File: src/verilog/osd_pkg.sv
// ======================================================================
// Overlay geometry, datapath widths and serial command codes
// ======================================================================

package osd_pkg;

	// Overlay window size in pixels and lines.
	localparam int osd_width = 256;
	localparam int osd_height = 128;

	// Pixel and line counters cover sync periods up to 1023.
	localparam int cnt_w = 10;

	// One analog color channel.
	localparam int color_w = 6;

	// 2048-byte bitmap, eight blocks of 256 bytes.
	localparam int buf_addr_w = 11;

	// Command byte 0010_0bbb selects block bbb for writing.
	localparam logic [4:0] cmd_write = 5'b00100;

	// Command byte 0100_xxxe sets the overlay enable to e.
	localparam logic [3:0] cmd_enable = 4'b0100;

endpackage

File: src/verilog/osd_timing.sv
`timescale 1ns/1ps

module osd_timing #(
	parameter logic [osd_pkg::cnt_w-1:0] osd_x_offset = '0,
	parameter logic [osd_pkg::cnt_w-1:0] osd_y_offset = '0
) (
	input  logic                       pclk,
	input  logic                       ss,
	input  logic [osd_pkg::color_w-1:0] red_in,
	input  logic [osd_pkg::color_w-1:0] green_in,
	input  logic [osd_pkg::color_w-1:0] blue_in,
	input  logic                       hs_in,
	input  logic                       vs_in,
	output logic [osd_pkg::color_w-1:0] red,
	output logic [osd_pkg::color_w-1:0] green,
	output logic [osd_pkg::color_w-1:0] blue,
	output logic                       hs,
	output logic                       vs,
	output logic                       win_active,
	output logic [7:0]                 win_col,
	output logic [6:0]                 win_row,
	output logic                       scanline
);

	localparam int cw = osd_pkg::cnt_w;

	logic          primed;
	logic [cw-1:0] h_cnt, v_cnt, h_next, v_next;
	logic [cw-1:0] hs_high, hs_low, vs_high, vs_low;
	logic [1:0]    h_meas, v_meas;
	logic          hs_rise, hs_fall, vs_edge;
	logic          h_idle, v_idle;
	logic [cw-1:0] h_ctr, v_ctr, h_start, v_start, h_rel, v_rel;
	logic          h_in, v_in;

	// ==================================================================
	// Sync edges and next counter values for the pixel being registered
	// ==================================================================
	assign hs_rise = primed & hs_in & ~hs;
	assign hs_fall = primed & ~hs_in & hs;
	assign vs_edge = primed & (vs_in ^ vs);

	assign h_next = (hs_rise | hs_fall) ? '0 : h_cnt + 1'b1;
	assign v_next = vs_edge ? '0 : (hs_rise ? v_cnt + 1'b1 : v_cnt);

	// The longer phase is the display phase; its level is the idle level.
	assign h_idle = hs_high >= hs_low;
	assign v_idle = vs_high >= vs_low;
	assign h_ctr = (h_idle ? hs_high : hs_low) >> 1;
	assign v_ctr = (v_idle ? vs_high : vs_low) >> 1;

	assign h_start = h_ctr + osd_x_offset - cw'(osd_pkg::osd_width / 2);
	assign v_start = v_ctr + osd_y_offset - cw'(osd_pkg::osd_height / 2);
	assign h_rel = h_next - h_start;
	assign v_rel = v_next - v_start;

	assign h_in = (h_meas == 2'd3) && (hs_in == h_idle) && (h_rel < cw'(osd_pkg::osd_width));
	assign v_in = (v_meas == 2'd3) && (vs_in == v_idle) && (v_rel < cw'(osd_pkg::osd_height));

	// ==================================================================
	// Stage 1 registers
	// ==================================================================
	always_ff @(posedge pclk or posedge ss) begin
		if (ss) begin
			primed <= 1'b0;
			red <= '0;
			green <= '0;
			blue <= '0;
			hs <= 1'b0;
			vs <= 1'b0;
			h_cnt <= '0;
			v_cnt <= '0;
			hs_high <= '0;
			hs_low <= '0;
			vs_high <= '0;
			vs_low <= '0;
			h_meas <= '0;
			v_meas <= '0;
			win_active <= 1'b0;
			win_col <= '0;
			win_row <= '0;
			scanline <= 1'b0;
		end else begin
			primed <= 1'b1;
			red <= red_in;
			green <= green_in;
			blue <= blue_in;
			hs <= hs_in;
			vs <= vs_in;
			h_cnt <= h_next;
			v_cnt <= v_next;

			// A phase length is only trusted once it started at a real edge.
			if (hs_fall)
				hs_high <= h_cnt + 1'b1;
			if (hs_rise)
				hs_low <= h_cnt + 1'b1;
			if ((hs_rise | hs_fall) && h_meas != 2'd3)
				h_meas <= h_meas + 2'd1;

			// The line count at a vsync edge is the number of lines in the phase.
			if (vs_edge) begin
				if (vs_in)
					vs_low <= v_cnt;
				else
					vs_high <= v_cnt;
				if (v_meas != 2'd3)
					v_meas <= v_meas + 2'd1;
			end

			if (hs_fall)
				scanline <= ~scanline;

			win_active <= h_in & v_in;
			win_col <= h_rel[7:0];
			win_row <= v_rel[6:0];
		end
	end

	// Within one active run the column advances by one and never wraps past the width.
	a_col_in_window: assert property (@(posedge pclk) disable iff (ss)
		win_active && $past(win_active) |-> {1'b0, win_col} == {1'b0, $past(win_col)} + 9'd1);

endmodule

File: config.mk
export PLATFORM = sky130hd
export DESIGN_NAME = osd_timing
export DESIGN_NICKNAME = d
export VERILOG_FILES = /design/src/verilog/osd_pkg.sv /design/src/verilog/osd_timing.sv
export SDC_FILE = /design/constraint.sdc
export NUM_CORES = 1
export LEC_CHECK = 0
export BUFFER_PORTS_ARGS = -buffer_cell sky130_fd_sc_hd__buf_2
export CAP_MARGIN = 20
export CORE_AREA = 5 5 114 116
export CTS_BUF_LIST = sky130_fd_sc_hd__clkbuf_8
export DETAILED_ROUTE_END_ITERATION = 12
export DIE_AREA = 0 0 119 121
export PLACE_DENSITY_LB_ADDON = 0.05
export SYNTH_ARGS = -nofsm -noshare
export SYNTH_HDL_FRONTEND = slang
export SYNTH_SLANG_ARGS = --single-unit
File: constraint.sdc
create_clock -name pclk -period 10.7 [get_ports pclk]
set_input_delay 2.14 -clock pclk [delete_from_list [all_inputs] [get_ports pclk]]
set_output_delay 2.14 -clock pclk [all_outputs]
set_load 0.01 [all_outputs]
# [Yosys cells after proc, flatten, opt, wreduce, memory -nomap -nowiden]
# Cells that the tools add are included.
[word_totals] regBits=102 input_bits=22 out_inout_bits=37
[op_classes] n_addsub=8 order_cmp=4 eq_ne=6 muxes=5 bitwise=12 reduce_logical=8
[ops] op="$mux 10" count=5
[ops] op="$add 10x1->10 const B" count=2
[ops] op="$ge 10x10->1" count=2
[ops] op="$sub 10x10->10" count=2
[ops] op="$lt 10x8->1 const B" count=1
[ops] op="$lt 10x9->1 const B" count=1
[ops] op="$sub 9x7->10 const B" count=1
[ops] op="$sub 9x8->10 const B" count=1
[ops] op="$and 1x1->1" count=6
[ops] op="$reduce_and 2->1" count=3
[ops] op="$logic_and 1x1->1" count=5
[ops] op="$add 2x1->2 const B" count=2
[ops] op="$eq 2x2->1 const B" count=2
[ops] op="$ne 2x2->1 const B" count=2
[ops] op="$not 1->1" count=4
[ops] op="$eq 1x1->1" count=2
[ops] op="$or 1x1->1" count=1
[ops] op="$xor 1x1->1" count=1

# [Longest topological paths before layout]
# Gate-level depths: netlist of the first run.
[depth] ltp_word=9 depth_mapped=19 depth_no_buf=18

# [Worst setup path before layout of the first run]
# Ideal clock, no wire load.
[synth_timing] kind="input to register" from="in hs_in" to="reg win_active" setup_time_ns=0.096 arrival_time_ns=4.761 required_ns=10.604 setup_slack_ns=5.843 path_stages=14 path_buffers=0 cell_sequence="xnor2_1 -> nor2_1 -> or2_2 -> ha_1 -> inv_1 -> ha_1 -> inv_1 -> fa_1 -> nor2b_1 -> o31a_1 -> o221ai_1 -> xor3_1 -> or3_1 -> nor4_2"
[synth_between] elab_chain_len=9
[synth_lines] item="from (decl)" line_no="osd_timing.sv:12" rtl="input logic hs_in,"
[synth_lines] item="$not 1->1" line_no="osd_timing.sv:40" rtl="assign hs_fall = primed & ~hs_in & hs;"
[synth_lines] item="$and 1x1->1 (2 in series)" line_no="osd_timing.sv:40"
[synth_lines] item="$or 1x1->1" line_no="osd_timing.sv:43" rtl="assign h_next = (hs_rise | hs_fall) ? '0 : h_cnt + 1'b1;"
[synth_lines] item="$mux 10" line_no="osd_timing.sv:43"
[synth_lines] item="$sub 10x10->10" line_no="osd_timing.sv:54" rtl="assign h_rel = h_next - h_start;"
[synth_lines] item="$lt 10x9->1" line_no="osd_timing.sv:57" rtl="assign h_in = (h_meas == 2'd3) && (hs_in == h_idle) && (h_rel < cw'(osd_pkg::osd_width));"
[synth_lines] item="$logic_and 1x1->1" line_no="osd_timing.sv:57"
[synth_lines] item="$and 1x1->1 (*)" line_no="osd_timing.sv:114" rtl="win_active <= h_in & v_in;"
[synth_lines] item="to (signal assigned)" line_no="osd_timing.sv:114"
[synth_lines] item="to (decl)" line_no="osd_timing.sv:19" rtl="output logic win_active,"
# Every way passes the cells marked *; elsewhere a longest branch is shown, timed or not.
# A chain may end at the register's enable or synchronous reset.

# [Worst setup path in the final report of the first run]
[layout_timing] from="in hs_in" to="reg win_active"
[layout_lines] item="$and 1x1->1 (2 in series)" line_no="osd_timing.sv:39" rtl="assign hs_rise = primed & hs_in & ~hs;"
[layout_lines] item="$mux 10 (2 in series)" line_no="osd_timing.sv:44" rtl="assign v_next = vs_edge ? '0 : (hs_rise ? v_cnt + 1'b1 : v_cnt);"
[layout_lines] item="via v_next[7]" line_no="osd_timing.sv:28" rtl="logic [cw-1:0] h_cnt, v_cnt, h_next, v_next;"
[layout_lines] item="$sub 10x10->10" line_no="osd_timing.sv:55" rtl="assign v_rel = v_next - v_start;"
[layout_lines] item="$lt 10x8->1" line_no="osd_timing.sv:58" rtl="assign v_in = (v_meas == 2'd3) && (vs_in == v_idle) && (v_rel < cw'(osd_pkg::osd_height));"
[layout_lines] item="$logic_and 1x1->1" line_no="osd_timing.sv:58"
[layout_lines] item="$and 1x1->1" line_no="osd_timing.sv:114"
# The timed path passes the listed nets, and every way through them passes these cells.

==> impl_results.md, run 1 <==
- Worst-Skew Late Latency: approximately 0.37 ns
- Post-CTS Setup Inserts: 0
- Worst hold path type: register to register
- Mapped Nets: 550
- Layout cell share with drive strength beyond 1: around 20%
- Clock Power Share: 24.2%
- Status: completed
- Power Internal: around 0.8 mW
- Overall Power: between 1 and 1.5 mW
- Die width: about 120 um
- Final design utilization: roughly half
- # IOs: 59
- WP data required: between 10 and 15 ns
- Net Sw Frac: about a third
- Pins Over Slew Limit: 0
- Peak supply drop: roughly 0.15 mV
- Vias per cell: 5.10
- Final Hold Viols: 0
- CTS sink count: between 100 and 150
- R2R Path Start: vs_high[0]
- Final HPWL from detailed placement: 8.00 mm
- Synth Instances: between 400 and 500
- Ys async rst share: 100%
- Sequential fraction of the synthesis area: between 40% and 50%
- Drt drc: 0
- Die Ht: between 100 and 150 um
- Syn Area/Cell: roughly 11 sq um
- Clock root cell: clkbuf_8
- Worst reg2reg endpoint: win_active
- Critical path capture point type: register
- Seq pwr share: 40.9%
- Leak: slightly below 3 nW
- NumNets Final: about 610
- Final setup fails: 0
- Cell variety after synth: 48
- Comb power frac: a little over a third
- Largest net degree at the start of global routing: between 50 and 60
- Most frequent CP cell: or3_1
- Post-Syn Area: 0.00524 sq mm
- DR WL/cell: 15.3 um
- Slew @ Worst Pin: 0.764 ns
- Critical path cell sequence: buf_2, and3b_1, nand4_2, or3_1, a21oi_1, ha_1, ha_1, or3_1, or2_0, o221ai_1, xnor2_1, or3_1, nor4_2
- Remaining global-route overflow: 0
- Highest-delay cell along the critical path: and3b_1
- Initial antenna violation count: 0
- Sum Neg Setup Slack: 0 ns
- Pwr Density: between 150 and 200 mW/mm^2
- Diodes inserted: 0
- CP startpoint kind: input port
- CP max stage delay: approximately 0.6 ns
- Post-route ant nets: 0
- Dpl cell area: 0.00570 sq mm
- CP startpoint: hs_in
- Post-synth EDFFs: 0
- Total CTS buffers: 9
- I/O Buffers: 58
- Post_cts resized: 0
- Die area: 0.0144 sq mm
- Number of global-route vias before repair: about 3700
- CTS Hold Bufs: 0
- Layout area overhead: 13.2%
- First-pass GRT wire length: 17.8 mm
- H-tree level count: 3
- Max clock buf depth: 2
- F_max: 192 MHz
- RSZ-0062 raised after global routing: false
- Vias: between 3000 and 4000
- Maxcap violations: 0
- Slew headroom: around half
- CP Max Fanout: 17
- All-layer global routing usage: roughly 16%
- Row count: 40
- Reg2Reg Setup Slack: between 6 and 7 ns
- Critical path class: input port to register
- Final Cycle Share: between 40% and 50%
- CTS tree: yes
- Number of fill cells in the layout: approximately 1100
- R2r worst-path depth: 17
- Gpl congestion: a little under 0.8
- Final wirelength: 10.5 mm
- Initial Utilization: between 40% and 50%
- CP Data Arrival Time: 5.48 ns
- YS warnings: 0
- 1st-iter DRT viols: roughly 130
- Post-synthesis register bit count: around 100
- Crit path time final: approximately 5.2 ns
- Layout Skew: 0.00567 ns
- Core Area: 0.0118 sq mm
- Ys flop type: dfrtp_1
- Post-route cell area: between 0.005 and 0.006 sq mm
- 1st-pass router iterations: 4
- Critical Path End: win_active
- Worst-path clk slew: approximately 0.09 ns
- Psw: 0.385 mW
-- power groups by stage --
stage / combinational (mW) / sequential, mW / clock, mW
finish: 0.411 / 0.483 / 0.286
global route: 0.471 / 0.491 / 0.314
CTS: 0.424 / 0.484 / 0.298
detailed placement: 0.420 / 0.491 / 0
global placement: 0.413 / 0.489 / 0
floorplan: 0.286 / 0.500 / 0
-- through the flow --
step	instances	hold WS (ns)	worst slack [ns]
final	682	0.481	5.50
after global routing	682	0.499	5.21
after CTS	682	0.485	5.50
after detailed placement	666	0.467	5.09
after global placement	666	0.455	5.21
after floorplan	468	0.448	5.84
-- cell type report --
type                       instances  area [sq um]  area share, %
multi-input combinational        315          2490           42.0
sequential                       102          2550           43.0
clock inverter                     7           114           1.92
inverter                          41           156           2.63
tap                              147           184           3.10
timing repair buffer              61           313           5.27
clock buffer                       9           124           2.09
-- flip-flops by register name (all words and copies together), names as in the netlist --
name / count
green: 6
vs: 1
primed: 1
blue: 6
v_meas: 2
vs_low: 10
red: 6
vs_high: 10
win_col: 8
hs_high: 10
scanline: 1
win_row: 7
h_meas: 2
hs_low: 10
v_cnt: 10
h_cnt: 10
win_active: 1
hs: 1
-- critical path, delay by kind of cell --
kind,cells,cell delay (ns)
XOR/XNOR,1,0.09
AND/OR/NAND/NOR,7,2.26
adder cells (fa/ha/maj),2,0.46
AO/OA/AOI/OAI,2,0.39
buffers and inverters,1,0.12
-- Yosys cell counts (8+ instances only) --
cell type	count	area share, %
ha_1	58	14
nand2_1	29	2.1
xor2_1	10	1.7
mux2_2	26	5.6
o21ai_0	28	2.7
nor2_1	33	2.4
mux2i_1	15	2.9
a211oi_1	8	1.1
xnor2_1	21	3.5
inv_1	41	2.9
dfrtp_1	102	49
a21oi_1	13	1.2
-- how the worst min path moves through the flow --
stage / start / cells past startpoint / end / slack, ns
2_1_floorplan: h_meas[0] / 1 / h_meas[0] / 0.45
3_3_place_gp: scanline / 1 / scanline / 0.46
3_5_place_dp: scanline / 1 / scanline / 0.47
4_1_cts: scanline / 1 / scanline / 0.48
5_1_grt: scanline / 1 / scanline / 0.50
6_report: v_meas[0] / 1 / v_meas[0] / 0.48
-- metal layers --
metal	GRT usage, %	wire length, um
met1	18.8	4580
met2	27.8	5500
met3	4.15	240
met4	3.84	129
met5	0	0
-- cell families after synthesis --
group	Yosys count	share of synthesized area, %
XOR/XNOR	32	5.63
adder cells (fa/ha/maj)	60	14.6
multiplexers	41	8.45
other	1	0.0715
AO/OA/AOI/OAI	72	8.45
flip-flops	102	48.7
AND/OR/NAND/NOR	109	10.4
buffers and inverters	51	3.75
-- cells in the final DEF (no fill, tap or decap), drive strengths merged, types with 3 or more instances in the layout --
master  netlist  final
or2           5      5
nor2b         3      3
xor2         10     10
and3          7      7
nand2        29     29
inv          41     42
or3           5      5
dfrtp       102    102
o21a          4      4
a21o          5      5
mux2i        15     15
nand4         6      6
o21ai        28     28
xnor2        21     21
nand3         3      3
nor3          6      6
bufinv        0      3
a211oi        8      8
mux2         26     26
buf           3     61
o21bai        4      4
ha           58     58
nor2         33     33
clkbuf        7      9
a21oi        13     13
Power figures use the tool's default switching activity.
==> run 2, diff against run 1 <==
- clock period: 10.7 -> 4.7 ns (I/O delays scaled with it)
==> run 2 against run 1 <==
Compared with the run above:
- combinational power grew 130%
- first-iteration DRC count shrank 12%
- power grew 120%
- largest power group unchanged
==> impl_results.md, run 2 (synthesis results as in run 1) <==
- Crit path time final: around 4.2 ns
- Psw: 0.899 mW
- DR WL/cell: between 15 and 20 um
- Vias per cell: roughly 5
- 1st-iter DRT viols: around 110
- NumNets Final: ~600
- Layout area overhead: 13.0%
- Core Area: roughly 0.012 sq mm
- Max clock buf depth: 2
- Slew headroom: 41.7%
- All-layer global routing usage: about 16%
- Pre-CTS WS: around 0.29 ns
- Initial Utilization: between 40% and 50%
- Leak: around 2.9 nW
- Seq pwr share: between 40% and 50%
- Die width: 119 um
- Largest net degree at the start of global routing: 72
- # IOs: 59
- Die area: 0.0144 sq mm
- Layout cell share with drive strength beyond 1: 21.2%
- CTS sink count: ~100
- Total CTS buffers: 9
- WP data required: around 5 ns
- Pins Over Slew Limit: 0
- Initial antenna violation count: 0
- Power Internal: 1.72 mW
- Overall Power: 2.61 mW
- Worst-Skew Late Latency: approximately 0.38 ns
- Number of fill cells in the layout: 1101
- Layout Skew: approximately 0.0094 ns
- Clock Power Share: between 20 and 25%
- Final Cycle Share: between 80% and 90%
- I/O Buffers: 58
- First-pass GRT wire length: roughly 18 mm
- Maxcap violations: 0
- Worst-path clk slew: approximately 0.1 ns
- CP Data Arrival Time: ~4.5 ns
- Final setup fails: 0
- Clock root cell: clkbuf_8
- Row count: 40
- CTS Hold Bufs: 0
- Final wirelength: roughly 11 mm
- Final Hold Viols: 0
- Final design utilization: around half
- Status: completed
- Worst hold path type: register to register
- CTS tree: yes
- 1st-pass router iterations: 4
- Net Sw Frac: 34.4%
- Final WS setup: approximately 0.47 ns
- CP Max Fanout: 9
- Die Ht: 121 um
- Remaining global-route overflow: 0
- Slew @ Worst Pin: slightly below 0.9 ns
- Comb power frac: about 36%
- Final HPWL from detailed placement: 8.30 mm
- Critical path class: register to register
- Vias: 3495
- Drt drc: 0
- Critical path capture point type: register
- Peak supply drop: roughly 0.38 mV
- Gpl congestion: between 0.8 and 0.9
- H-tree level count: 3
- Leading cell type in the layout, fill and taps excluded: dfrtp_1
- CP startpoint kind: register
- F_max: 236 MHz
- Post-route ant nets: 0
- Diodes inserted: 0
- Commonest cells after routing, fill and taps aside: dfrtp_1 (102), ha_1 (58), buf_2 (58), inv_1 (40), nor2_1 (33)
- Number of global-route vias before repair: between 3000 and 4000
- Pwr Density: between 400 and 500 mW/mm^2
- RSZ-0062 raised after global routing: false
- Sum Neg Setup Slack: 0 ns
-- run 2: cell types whose count changed in the layout (fill, tap and decap cells not counted) --
| cell | before | now |
|---|---|---|
| buf_4 | 3 | 5 |
| bufinv_16 | 3 | 1 |
| inv_6 | 0 | 2 |
| clkinvlp_4 | 2 | 0 |
| clkinv_4 | 0 | 2 |
| inv_1 | 41 | 40 |
| nor3_1 | 6 | 5 |
| inv_8 | 0 | 1 |
| nor3_2 | 0 | 1 |
-- run 2: final timing paths --
| kind | slack, ns | start | to | cells past startpoint |
|---|---|---|---|---|
| hold / removal | 0.48 | v_meas[0] | v_meas[0] | 1 |
| max in group asynchronous | 3.02 | ss | v_cnt[8] | 3 |
| setup / recovery | 0.47 | vs_high[0] | win_active | 17 |
| min in group asynchronous | 0.74 | ss | win_col[2] | 2 |
| hold reg to reg | 0.48 | v_meas[0] | v_meas[0] | 1 |
| setup reg to reg | 0.47 | vs_high[0] | win_active | 17 |
-- run 2: layout make-up --
class                      count  area [sq um]  area share (%)
clock buffer                   9           124            2.09
timing repair buffer          63           328            5.53
clock inverter                 7          81.3            1.37
inverter                      41           156            2.64
tap                          147           184            3.10
multi-input combinational    315          2500            42.2
sequential                   102          2550            43.1
-- run 2: critical path, stage by stage, from the launching register on --
cell and delay, ns:
dfrtp_1 0.35, inv_1 0.05, ha_1 0.27, nand2b_1 0.14, a211oi_1 0.29, nor3_1 0.14, nor3_1 0.19, buf_4 0.24
mux2i_1 0.25, ha_1 0.26, ha_1 0.24, fa_1 0.43, a211oi_1 0.36, o21bai_1 0.14, a31oi_1 0.22, xnor2_1 0.16
xnor2_1 0.13, nor4_2 0.27
-- run 2: repair_timing --
item	CTS	global route
setup buffers	0	0
setup endpoints to repair	0	1
endpoints found under the hold margin	0	0
gates resized for setup	0	1
-- run 2: routing by layer --
layer / vias to the layer above / GRT usage, % / wire length, um
met5: - / 0 / 0
met3: 16 / 2.56 / 233
met4: 0 / 6.81 / 220
met1: 1702 / 19.1 / 4650
met2: 30 / 28.7 / 5540
li1: 1747 / - / -
-- run 2: through the flow --
step,std cells,cell area (sq um),hold WS (ns)
5_1_grt,684,5920,0.505
6_report,684,5920,0.483
4_1_cts,684,5920,0.484
2_1_floorplan,468,5240,0.448
3_5_place_dp,668,5710,0.468
3_3_place_gp,668,5710,0.455
-- run 2: power by group through the flow --
stage          clock [mW]  sequential (mW)  combinational (mW)
6_report            0.579             1.10               0.935
5_1_grt             0.638             1.12                1.08
4_1_cts             0.605             1.10               0.958
3_5_place_dp            0             1.12               0.949
3_3_place_gp            0             1.11               0.935
2_1_floorplan           0             1.14               0.650
==> run 3, diff against run 2 <==
- CORE_AREA: 5 5 114 116 -> 5 5 121 123
- DIE_AREA: 0 0 119 121 -> 0 0 126 128
==> run 3 against run 2 <==
Compared with the run above:
- sequential cell count unchanged
- clock skew down 0.0014 ns
- first-iteration DRC count up 34%
- critical endpoint unchanged
- largest power group unchanged
- maximum frequency up 1.6%
==> impl_results.md, run 3 (synthesis results as in run 1) <==
- Drt drc: 0
- CTS sink count: roughly 100
- CP startpoint: hs_low[7]
- Layout area overhead: 14.4%
- Final design utilization: between 40 and 50%
- Comb power frac: about a third
- Critical hold path startpoint: scanline
- Psw: between 0.8 and 0.9 mW
- CP Max Fanout: 5
- Row count: between 40 and 50
- Layout Skew: 0.00798 ns
- Leak: between 2 and 3 nW
- Worst-Skew Late Latency: roughly 0.38 ns
- Vias per cell: roughly 4.9
- F_max: ~240 MHz
- CP startpoint kind: register
- Critical path cell sequence: inv_1, ha_1, a211oi_1, o21bai_1, nor3_2, mux2_2, ha_1, inv_1, ha_1, inv_1, fa_1, nor2b_1, o31a_1, o221ai_1, xor3_1, or3_1, nor4_2
- CP max stage delay: ~0.47 ns
- WP data required: around 5 ns
- Highest-delay cell along the critical path: nor3_2
- Seq pwr share: between 40 and 50%
- Total CTS buffers: 9
- NumNets Final: between 600 and 700
- Gpl congestion: ~0.82
- Status: completed
- Critical path capture point type: register
- R2R Path Start: hs_low[7]
- Power Internal: 1.76 mW
- CTS tree: yes
- Slew headroom: 50.1%
- Initial Utilization: about two fifths
- Slew @ Worst Pin: about 0.75 ns
- Final wirelength: ~11 mm
- 1st-pass router iterations: 6
- Max clock buf depth: 2
- Leading cell type in the layout, fill and taps excluded: dfrtp_1
- I/O Buffers: 58
- Pwr Density: 441 mW/mm^2
- Sum Neg Setup Slack: 0 ns
- Worst-path clk slew: approximately 0.1 ns
- RSZ-0062 raised after global routing: false
- Core Area: about 0.014 sq mm
- Number of global-route vias before repair: approximately 3700
- H-tree level count: 3
- Clock root cell: clkbuf_8
- Clock Power Share: between 20% and 30%
- All-layer global routing usage: between 10% and 20%
- Final setup fails: 0
- Maxcap violations: 0
- Initial antenna violation count: 0
- Diodes inserted: 0
- Net Sw Frac: 33.4%
- # IOs: between 50 and 60
- Post-route ant nets: 0
- Post-route cell area: around 0.006 sq mm
- Die area: 0.0161 sq mm
- 1st-iter DRT viols: 150
- Worst hold path type: register to register
- Die width: 126 um
- Final HPWL from detailed placement: roughly 8.5 mm
- Crit path time final: 4.16 ns
- Peak supply drop: between 0.3 and 0.4 mV
- Largest net degree at the start of global routing: 45
- DR WL/cell: 15.0 um
- Die Ht: between 100 and 150 um
- Vias: 3498
- Overall Power: around 2.6 mW
- Remaining global-route overflow: 0
- First-pass GRT wire length: roughly 18 mm
- Commonest cells after routing, fill and taps aside: dfrtp_1 (102), ha_1 (58), buf_2 (58), inv_1 (41), nor2_1 (33)
- Final Hold Viols: 0
- Dpl cell area: 0.00577 sq mm
- Pins Over Slew Limit: 0
- CP Data Arrival Time: ~4.5 ns
- Final Cycle Share: between 80% and 90%
- Layout cell share with drive strength beyond 1: a little over a fifth
- Critical path class: register to register
run 3: cell types whose count changed in the layout (fill, tap and decap cells not counted), sizes merged:
cell | previous run | this run
inv | 44 | 43
clkinv | 3 | 1
bufinv | 1 | 2
clkinvlp | 0 | 2
buf | 63 | 65
run 3: metal layers:
metal | GRT usage [%] | wire length [um]
met1 | 17.0 | 4690
met2 | 25.6 | 5700
met3 | 2.46 | 178
met4 | 5.87 | 199
met5 | 0 | 0
run 3: through the flow:
step,std cells,hold WS (ns),worst slack (ns)
2_1_floorplan,468,0.448,0.749
3_3_place_gp,703,0.457,0.330
3_5_place_dp,703,0.465,0.217
4_1_cts,719,0.480,0.216
5_1_grt,719,0.501,0.131
6_report,719,0.478,0.537
run 3: critical path: cells and delay by family (launching register included):
family / cells / cell delay [ns]
fa+ha+maj: 4 / 1.03
simple gates: 4 / 1.18
buf+inv: 3 / 0.16
xor+xnor: 1 / 0.20
mux: 1 / 0.40
flops: 1 / 0.39
compound gates: 4 / 0.72
run 3: layout make-up:
class,instances,area [sq um]
Clock buffer,9,124
Timing Repair Buffer,65,343
Sequential cell,102,2550
Tap cell,180,225
Clock inverter,7,98.8
Fill cell,1337,7560
Multi-Input combinational cell,315,2500
Inverter,41,156
run 3: path summary, 6_finish.rpt:
path	to	slack, ns	depth (start not counted)
setup / recovery	win_active	0.54	17
hold / removal	scanline	0.48	1
setup reg to reg	win_active	0.54	17
hold reg to reg	scanline	0.48	1
max in group asynchronous	vs_low[4]	3.29	3
min in group asynchronous	win_col[1]	0.60	2
run 3: power groups by stage:
| stage | logic (mW) | registers [mW] | clock network (mW) |
|---|---|---|---|
| 2_1_floorplan | 0.650 | 1.14 | 0 |
| 3_3_place_gp | 0.952 | 1.11 | 0 |
| 3_5_place_dp | 0.949 | 1.12 | 0 |
| 4_1_cts | 0.961 | 1.10 | 0.649 |
| 5_1_grt | 1.07 | 1.12 | 0.689 |
| 6_report | 0.932 | 1.10 | 0.617 |
run 3: repair_timing:
item	in CTS	in global routing
hold buffers	0	0
setup endpoints to repair	0	1
gates resized for setup	0	1
endpoints found under the hold margin	0	0
setup buffers	0	0
